===== config.mk =====
export PLATFORM = sky130hd
export DESIGN_NAME = prg_loader_top
export DESIGN_NICKNAME = d
export VERILOG_FILES = /design/src/c64_loader_pkg.sv /design/src/prg_header_parser.sv /design/src/basic_ptr_init.sv /design/src/mem_write_port.sv /design/src/prg_loader_top.sv
export SDC_FILE = /design/constraint.sdc
export NUM_CORES = 1
export LEC_CHECK = 0
export ABC_CLOCK_PERIOD_IN_PS = 7410
export BUFFER_PORTS_ARGS = -buffer_cell sky130_fd_sc_hd__buf_2
export CORE_ASPECT_RATIO = 0.75
export CORE_MARGIN = 10
export CORE_UTILIZATION = 48
export CTS_BUF_LIST = sky130_fd_sc_hd__clkbuf_8
export DETAILED_ROUTE_END_ITERATION = 8
export PLACE_DENSITY = 0.66
export SLEW_MARGIN = 20
export SYNTH_ARGS = -nofsm -noshare
export SYNTH_HDL_FRONTEND = slang
export SYNTH_HIERARCHICAL = 1
export SYNTH_SLANG_ARGS = --single-unit

===== constraint.sdc =====
create_clock -name clk_sys -period 7.41 [get_ports clk_sys]
set_input_delay 0.3705 -clock clk_sys [delete_from_list [all_inputs] [get_ports clk_sys]]
set_output_delay 0.3705 -clock clk_sys [all_outputs]
set_load 0.01 [all_outputs]

===== src/c64_loader_pkg.sv =====
/*
 * Shared types and constants for the PRG loader: bus widths, the BASIC
 * pointer locations in the zero page and the limits of the post-load sweep
 */
`default_nettype none

package c64_loader_pkg;

	localparam int ADDR_W = 16;
	localparam int DATA_W = 8;

	typedef logic [ADDR_W-1:0] addr_t;
	typedef logic [DATA_W-1:0] byte_t;

	// ========================================================================
	// BASIC pointers that LOAD leaves behind
	// ========================================================================

	// Start of BASIC text, same as after a cold start
	localparam addr_t PTR_TXT_LO = 16'h002B;
	localparam addr_t PTR_TXT_HI = 16'h002C;
	localparam byte_t TXT_LO_VAL = 8'h01;
	localparam byte_t TXT_HI_VAL = 8'h08;

	// SAVE start, untouched by LOAD
	localparam addr_t PTR_SAVE_LO = 16'h00AC;
	localparam addr_t PTR_SAVE_HI = 16'h00AD;
	localparam byte_t SAVE_VAL    = 8'h00;

	// VAR, ARY, STR and LOAD_END all point at the end of the program
	localparam int PTR_SET_N = 4;
	typedef addr_t [PTR_SET_N-1:0] ptr_set_t;
	localparam ptr_set_t PTR_END_LO_SET = {16'h00AE, 16'h0031, 16'h002F, 16'h002D};
	localparam ptr_set_t PTR_END_HI_SET = {16'h00AF, 16'h0032, 16'h0030, 16'h002E};

	// First address past the zero page
	localparam addr_t ZP_SWEEP_END = 16'h0100;

	// Load address bytes at the head of a PRG file
	localparam int PRG_HDR_LEN = 2;

endpackage

`default_nettype wire


===== src/prg_header_parser.sv =====
/*
 * PRG header parser
 * Picks the little-endian load address off the host stream and turns each
 * later byte into a write request, counting the end address as it goes
 */
`timescale 1ns/1ns
`default_nettype none

module prg_header_parser (
	input  wire logic                  clk_sys,
	input  wire logic                  reset_n,
	input  wire logic                  ioctl_download_i,
	input  wire logic                  ioctl_wr_i,
	input  wire c64_loader_pkg::addr_t ioctl_addr_i,
	input  wire c64_loader_pkg::byte_t ioctl_data_i,
	output logic                       hdr_req_o,
	output c64_loader_pkg::addr_t      hdr_addr_o,
	output c64_loader_pkg::byte_t      hdr_data_o,
	output c64_loader_pkg::addr_t      end_addr_o
);
	import c64_loader_pkg::*;

	logic  host_byte;
	logic  is_header;
	addr_t wr_addr;

	assign host_byte = ioctl_download_i && ioctl_wr_i;
	assign is_header = ioctl_addr_i < addr_t'(PRG_HDR_LEN);

	// Request strobe, one cycle behind the host byte
	always_ff @(posedge clk_sys) begin
		if (!reset_n) begin
			hdr_req_o <= 1'b0;
		end else begin
			hdr_req_o <= host_byte && !is_header;
		end
	end

	// ========================================================================
	// Address counters and the outgoing byte
	// ========================================================================
	always_ff @(posedge clk_sys) begin
		if (host_byte) begin
			if (is_header) begin
				// Offset 0 is the low byte, offset 1 the high byte
				if (ioctl_addr_i[0]) begin
					wr_addr[15:8]    <= ioctl_data_i;
					end_addr_o[15:8] <= ioctl_data_i;
				end else begin
					wr_addr[7:0]    <= ioctl_data_i;
					end_addr_o[7:0] <= ioctl_data_i;
				end
			end else begin
				hdr_addr_o <= wr_addr;
				hdr_data_o <= ioctl_data_i;
				wr_addr    <= wr_addr + 1'b1;
				end_addr_o <= end_addr_o + 1'b1;
			end
		end
	end

	// Host may only strobe bytes inside a download
	a_wr_in_download: assert property (
		@(posedge clk_sys) disable iff (!reset_n)
		ioctl_wr_i |-> ioctl_download_i
	) else $error("host byte strobe outside of a download");

endmodule

`default_nettype wire


===== src/basic_ptr_init.sv =====
/*
 * BASIC pointer initializer
 * After a download, walks the zero page and writes the pointers a BASIC
 * LOAD would have set, then flags completion for the autostart
 */
`timescale 1ns/1ns
`default_nettype none

module basic_ptr_init (
	input  wire logic                  clk_sys,
	input  wire logic                  reset_n,
	input  wire logic                  ioctl_download_i,
	input  wire c64_loader_pkg::addr_t end_addr_i,
	input  wire logic                  pending_i,
	output logic                       ptr_req_o,
	output c64_loader_pkg::addr_t      ptr_addr_o,
	output c64_loader_pkg::byte_t      ptr_data_o,
	output logic                       meminit_done_o
);
	import c64_loader_pkg::*;

	logic  download_q;
	logic  sweeping;
	logic  step;
	logic  is_ptr;
	addr_t sweep_addr;
	byte_t ptr_val;

	// Move on only while the write port is idle
	assign step = sweeping && !pending_i && !ptr_req_o;

	// ========================================================================
	// Pointer lookup for the current sweep address
	// ========================================================================
	always_comb begin
		is_ptr  = 1'b1;
		ptr_val = '0;
		case (sweep_addr)
			PTR_TXT_LO:  ptr_val = TXT_LO_VAL;
			PTR_TXT_HI:  ptr_val = TXT_HI_VAL;
			PTR_SAVE_LO: ptr_val = SAVE_VAL;
			PTR_SAVE_HI: ptr_val = SAVE_VAL;
			default:     is_ptr = 1'b0;
		endcase
		// End pointers all take the address past the last loaded byte
		for (int i = 0; i < PTR_SET_N; i++) begin
			if (sweep_addr == PTR_END_LO_SET[i]) begin
				is_ptr  = 1'b1;
				ptr_val = end_addr_i[7:0];
			end
			if (sweep_addr == PTR_END_HI_SET[i]) begin
				is_ptr  = 1'b1;
				ptr_val = end_addr_i[15:8];
			end
		end
	end

	// ========================================================================
	// Sweep control
	// ========================================================================
	always_ff @(posedge clk_sys) begin
		if (!reset_n) begin
			download_q     <= 1'b0;
			sweeping       <= 1'b0;
			sweep_addr     <= '0;
			ptr_req_o      <= 1'b0;
			meminit_done_o <= 1'b0;
		end else begin
			download_q     <= ioctl_download_i;
			ptr_req_o      <= 1'b0;
			meminit_done_o <= 1'b0;
			if (download_q && !ioctl_download_i) begin
				sweeping   <= 1'b1;
				sweep_addr <= '0;
			end else if (step) begin
				if (sweep_addr == ZP_SWEEP_END) begin
					sweeping       <= 1'b0;
					meminit_done_o <= 1'b1;
				end else begin
					// Non-pointer addresses are skipped without a write
					ptr_req_o  <= is_ptr;
					sweep_addr <= sweep_addr + 1'b1;
				end
			end
		end
	end

	always_ff @(posedge clk_sys) begin
		if (step && is_ptr) begin
			ptr_addr_o <= sweep_addr;
			ptr_data_o <= ptr_val;
		end
	end

	// Port slot must be free whenever a pointer write is requested
	a_req_when_free: assert property (
		@(posedge clk_sys) disable iff (!reset_n)
		ptr_req_o |-> !pending_i
	) else $error("pointer request while a write is still pending");

endmodule

`default_nettype wire


===== src/mem_write_port.sv =====
/*
 * Memory write port
 * Holds one pending write from either requester and issues it in the
 * next memory slot opened by the falling edge of io_cycle
 */
`timescale 1ns/1ns
`default_nettype none

module mem_write_port (
	input  wire logic                  clk_sys,
	input  wire logic                  reset_n,
	input  wire logic                  hdr_req_i,
	input  wire logic                  ptr_req_i,
	input  wire c64_loader_pkg::addr_t hdr_addr_i,
	input  wire c64_loader_pkg::addr_t ptr_addr_i,
	input  wire c64_loader_pkg::byte_t hdr_data_i,
	input  wire c64_loader_pkg::byte_t ptr_data_i,
	input  wire logic                  io_cycle_i,
	output logic                       pending_o,
	output logic                       mem_we_o,
	output c64_loader_pkg::addr_t      mem_addr_o,
	output c64_loader_pkg::byte_t      mem_data_o
);
	import c64_loader_pkg::*;

	logic  io_cycle_q;
	logic  slot_start;
	logic  slot_end;
	logic  any_req;
	addr_t slot_addr;
	byte_t slot_data;

	// Slot opens on the falling edge, closes after two high cycles
	assign slot_start = io_cycle_q && !io_cycle_i;
	assign slot_end   = io_cycle_q && io_cycle_i;
	assign any_req    = hdr_req_i || ptr_req_i;

	// ========================================================================
	// Pending flag and write window
	// ========================================================================
	always_ff @(posedge clk_sys) begin
		if (!reset_n) begin
			io_cycle_q <= 1'b0;
			pending_o  <= 1'b0;
			mem_we_o   <= 1'b0;
		end else begin
			io_cycle_q <= io_cycle_i;
			if (slot_start && pending_o) begin
				mem_we_o  <= 1'b1;
				pending_o <= 1'b0;
			end else if (slot_end) begin
				mem_we_o <= 1'b0;
			end
			if (any_req) begin
				pending_o <= 1'b1;
			end
		end
	end

	// Held write and the address/data presented to memory
	always_ff @(posedge clk_sys) begin
		if (any_req) begin
			slot_addr <= hdr_req_i ? hdr_addr_i : ptr_addr_i;
			slot_data <= hdr_req_i ? hdr_data_i : ptr_data_i;
		end
		if (slot_start && pending_o) begin
			mem_addr_o <= slot_addr;
			mem_data_o <= slot_data;
		end
	end

	// One requester at a time, and never into an occupied slot
	a_single_req: assert property (
		@(posedge clk_sys) disable iff (!reset_n)
		any_req |-> !(hdr_req_i && ptr_req_i) && !pending_o
	) else $error("write request collides with another or with a pending write");

endmodule

`default_nettype wire


===== src/prg_loader_top.sv =====
/*
 * PRG loader top level
 * Header parser, BASIC pointer initializer and memory write port
 */
`timescale 1ns/1ns
`default_nettype none

module prg_loader_top (
	input  wire logic                  clk_sys,
	input  wire logic                  reset_n,
	input  wire logic                  ioctl_download_i,
	input  wire logic                  ioctl_wr_i,
	input  wire c64_loader_pkg::addr_t ioctl_addr_i,
	input  wire c64_loader_pkg::byte_t ioctl_data_i,
	input  wire logic                  io_cycle_i,
	output logic                       ioctl_wait_o,
	output logic                       mem_we_o,
	output c64_loader_pkg::addr_t      mem_addr_o,
	output c64_loader_pkg::byte_t      mem_data_o,
	output logic                       meminit_done_o
);
	import c64_loader_pkg::*;

	logic  hdr_req;
	addr_t hdr_addr;
	byte_t hdr_data;
	logic  ptr_req;
	addr_t ptr_addr;
	byte_t ptr_data;
	addr_t end_addr;
	logic  pending;

	// Host is held off while a write waits for its slot
	assign ioctl_wait_o = pending;

	prg_header_parser u_prg_header_parser (
		.clk_sys          (clk_sys),
		.reset_n          (reset_n),
		.ioctl_download_i (ioctl_download_i),
		.ioctl_wr_i       (ioctl_wr_i),
		.ioctl_addr_i     (ioctl_addr_i),
		.ioctl_data_i     (ioctl_data_i),
		.hdr_req_o        (hdr_req),
		.hdr_addr_o       (hdr_addr),
		.hdr_data_o       (hdr_data),
		.end_addr_o       (end_addr)
	);

	basic_ptr_init u_basic_ptr_init (
		.clk_sys          (clk_sys),
		.reset_n          (reset_n),
		.ioctl_download_i (ioctl_download_i),
		.end_addr_i       (end_addr),
		.pending_i        (pending),
		.ptr_req_o        (ptr_req),
		.ptr_addr_o       (ptr_addr),
		.ptr_data_o       (ptr_data),
		.meminit_done_o   (meminit_done_o)
	);

	mem_write_port u_mem_write_port (
		.clk_sys    (clk_sys),
		.reset_n    (reset_n),
		.hdr_req_i  (hdr_req),
		.ptr_req_i  (ptr_req),
		.hdr_addr_i (hdr_addr),
		.ptr_addr_i (ptr_addr),
		.hdr_data_i (hdr_data),
		.ptr_data_i (ptr_data),
		.io_cycle_i (io_cycle_i),
		.pending_o  (pending),
		.mem_we_o   (mem_we_o),
		.mem_addr_o (mem_addr_o),
		.mem_data_o (mem_data_o)
	);

endmodule

`default_nettype wire


==> flow_summary.json <==
{
  "synth_common_cells": "edfxtp_1 (128), a21oi_1 (49), xnor2_1 (26)",
  "worst_pin_slew_ns": 0.8662,
  "post_cts_buffers": 0,
  "cts_tree": "done",
  "async_flop_share": 0,
  "clockRootBuffer": "clkbuf_8",
  "cts_buffers": 17,
  "drc": 0,
  "cp-end-kind": "register",
  "syn_nets": 534,
  "grt_max_degree": 44,
  "status": "finished clean",
  "synth.distinct_cells": 61,
  "power_mw": 1.676,
  "syn_inst": 499,
  "hold_viol_final": 0,
  "synth_fa_ha_area_frac": 0.01106,
  "muxShareOfSynthArea": 0.05421,
  "fin_skew_ns": 0.01152,
  "synth-xor-area-share": 0.03614,
  "synth_compound_area_frac": 0.09497,
  "clockBufferDepth": 2,
  "grtUsageTotal": 0.1547,
  "dieArea_sq_um": 19340,
  "finalSetupViolCount": 0,
  "crit_chain": "or4_1 > o22ai_1 > a22oi_1 > a311oi_4 > buf_4",
  "wire_per_inst_microns": 19.34,
  "ir_worst_vdd_v": 0.0001140,
  "synth_top_family_by_area": "simple AND/OR/NAND/NOR gates",
  "place_congestion": 0.9511,
  "io_pins": 56,
  "syn_to_final_growth_pct": 12.67,
  "postCtsHoldBufs": 0,
  "htree_levels": 4,
  "clk_pin_slew_ns": 0.09,
  "dieHeight_microns": 123.0,
  "p_leak_nw": 2.514,
  "rows": 37,
  "crit_fanout": 22,
  "rsz0062_at_grt": "false",
  "drv_cap": 0,
  "finalSetupTns_ns": 0,
  "maxSlewHeadroom": 0.4207,
  "syn_area_sq_um": 6785,
  "finalMaxSlewViolations": 0,
  "clk_latency_ns": 0.45,
  "yosysMostFrequentCell": "edfxtp_1",
  "first_iter_violations": 557,
  "wirelength_mm": 14.49,
  "synth_area_leaders": "edfxtp_1 (57%), dfxtp_1 (7.1%), mux2_4 (4.4%)",
  "crit_start": "u_basic_ptr_init/sweep_addr[2]$_SDFFE_PP0P_",
  "hold_path.class": "input pin to register",
  "worstSetupPathType": "register to register",
  "syn_area_per_cell_sq_um": 13.60,
  "min-delay-start": "ioctl_data_i[4]",
  "yosys.area.top_type_share": 0.5665,
  "die_w_microns": 157.3,
  "max_freq_mhz": 378.8,
  "clkSinkCount": 152,
  "postCtsResizedCells": 0,
  "drive_gt1_frac": 0.2700,
  "fin_crit_ns": 2.640,
  "period_share": 0.3562,
  "drtPass1Iterations": 5,
  "cp_data_required_time_ns": 7.53,
  "hpwl_mm": 10.24,
  "synth.ff_latch_count": 152,
  "cp-start-kind": "register",
  "r2r-start": "u_basic_ptr_init/sweep_addr[2]$_SDFFE_PP0P_",
  "synth-edff-count": 128,
  "antenna_left": 0,
  "cp.arrival_ns": 2.76,
  "crit_path_top_delay_cell": "or4_1",
  "vias": 4348,
  "synth_ff_type": "edfxtp_1",
  "grt_pass1_wl_mm": 23.07,
  "io_buffers": 55,
  "cpPeakStageDelay_ns": 0.73,
  "yosys.area.top_type": "edfxtp_1",
  "grt_pass1_vias": 4271,
  "p_per_area_nw_per_um2": 219.2,
  "fp.coreArea_sq_um": 13800,
  "seq_area_frac_synth": 0.6373,
  "diodes": 0,
  "start_util": 0.4918,
  "antenna_found_initial": 0,
  "synthSimpleGateAreaFrac": 0.1379,
  "fin_nets": 596,
  "viasPerCell": 5.805,
  "gr-total-overflow": 0,
  "yosys_warnings": 6
}
==> routing by layer <==
metal | GRT usage | wire, microns | up-vias
met3 | 0.03921 | 926 | 20
met4 | 0.04720 | 141 | 0
met5 | 0 | 0 | -
met1 | 0.2068 | 6674 | 2113
met2 | 0.2450 | 6743 | 158
li1 | - | - | 2057
==> placed cells by master, fill, tap and decap left out, types with 3 or more instances in the layout <==
cell type	Yosys	routed
edfxtp_1	128	128
buf_2	4	55
a21oi_1	49	49
xnor2_1	26	26
dfxtp_1	24	24
nand2_1	23	23
mux2_4	20	20
inv_1	18	18
nor2_1	19	18
clkbuf_8	0	17
nand3_1	15	15
nor3_1	12	12
o21ai_0	12	12
or3_1	10	10
nand4_1	10	10
o31ai_1	9	9
nor4_2	9	9
nor2_2	7	8
o311ai_0	7	7
buf_4	0	7
and2_1	6	6
ha_1	6	6
mux2_2	6	6
or4_1	5	5
nor4_1	5	5
inv_6	0	4
inv_8	0	4
nand2b_1	4	4
nand3b_1	3	3
or2_2	2	3
a211oi_1	3	3
nand3_2	3	3
==> cell type report <==
cell class | count | area (sq um)
Clock buffer | 17 | 234.0
Clock inverter | 15 | 181.4
Fill cell | 1158 | 6151
Inverter | 18 | 67.56
Multi-Input combinational cell | 310 | 2291
Sequential cell | 152 | 4324
Tap cell | 175 | 219.0
Timing Repair Buffer | 62 | 327.8
==> path summary, 6_finish.rpt <==
path                                                               endpoint  slack [ns]  depth (start not counted)
worst max-delay path               u_basic_ptr_init/ptr_data_o[7]$_DFFE_PP_        4.77                          5
worst min-delay path            u_prg_header_parser/hdr_data_o[4]$_DFFE_PP_        0.12                          1
worst max register to register     u_basic_ptr_init/ptr_data_o[7]$_DFFE_PP_        4.77                          5
worst min register to register    u_mem_write_port/mem_addr_o[15]$_DFFE_PP_        0.42                          0
==> cell families (layout without fill, tap and decap cells) <==
group / Yosys count / after routing
XOR/XNOR: 28 / 28
buffers and inverters: 37 / 112
adder cells (fa/ha/maj): 6 / 6
flip-flops: 152 / 152
multiplexers: 26 / 26
AND/OR/NAND/NOR: 150 / 150
AO/OA/AOI/OAI: 100 / 100
==> metrics by stage <==
stage / util / hold WS (ns) / instance area, sq um / setup WS, ns / cells
detailed placement: 0.5240 / 0.4045 / 7229 / 4.803 / 717
CTS: 0.5541 / 0.09925 / 7645 / 4.787 / 749
global placement: 0.5240 / 0.4007 / 7229 / 4.865 / 717
global route: 0.5541 / 0.09043 / 7645 / 4.622 / 749
floorplan: - / 0.4003 / 6785 / 3.533 / 499
finish: 0.5541 / 0.1209 / 7645 / 4.770 / 749
==> power by group <==
part | internal (mW) | leakage [nW] | total (mW) | switching [mW]
registers | 0.943 | 1.36 | 0.958 | 0.0151
clock network | 0.314 | 0.209 | 0.655 | 0.342
logic | 0.0270 | 0.949 | 0.0623 | 0.0353
total | 1.28 | 2.51 | 1.68 | 0.392
==> worst max-delay path: cells and delay by family, from the launching register on <==
kind	cells	cell delay, ns
compound gates	3	0.77
buf+inv	1	0.35
flops	1	0.46
simple gates	1	0.73
==> registers in the layout (all words and copies together), names as in the netlist <==
signal                           cells
u_mem_write_port/slot_addr          16
u_basic_ptr_init/sweeping            1
u_basic_ptr_init/ptr_req_o           1
u_prg_header_parser/hdr_data_o       8
u_prg_header_parser/end_addr_o      16
u_basic_ptr_init/ptr_data_o          8
u_mem_write_port/pending_o           1
u_mem_write_port/mem_data_o          8
u_prg_header_parser/hdr_req_o        1
u_basic_ptr_init/sweep_addr         16
u_prg_header_parser/wr_addr         16
u_basic_ptr_init/ptr_addr_o         16
u_mem_write_port/slot_data           8
u_mem_write_port/io_cycle_q          1
u_prg_header_parser/hdr_addr_o      16
u_basic_ptr_init/meminit_done_o      1
u_basic_ptr_init/download_q          1
u_mem_write_port/mem_we_o            1
u_mem_write_port/mem_addr_o         16
Power figures use the tool's default switching activity.
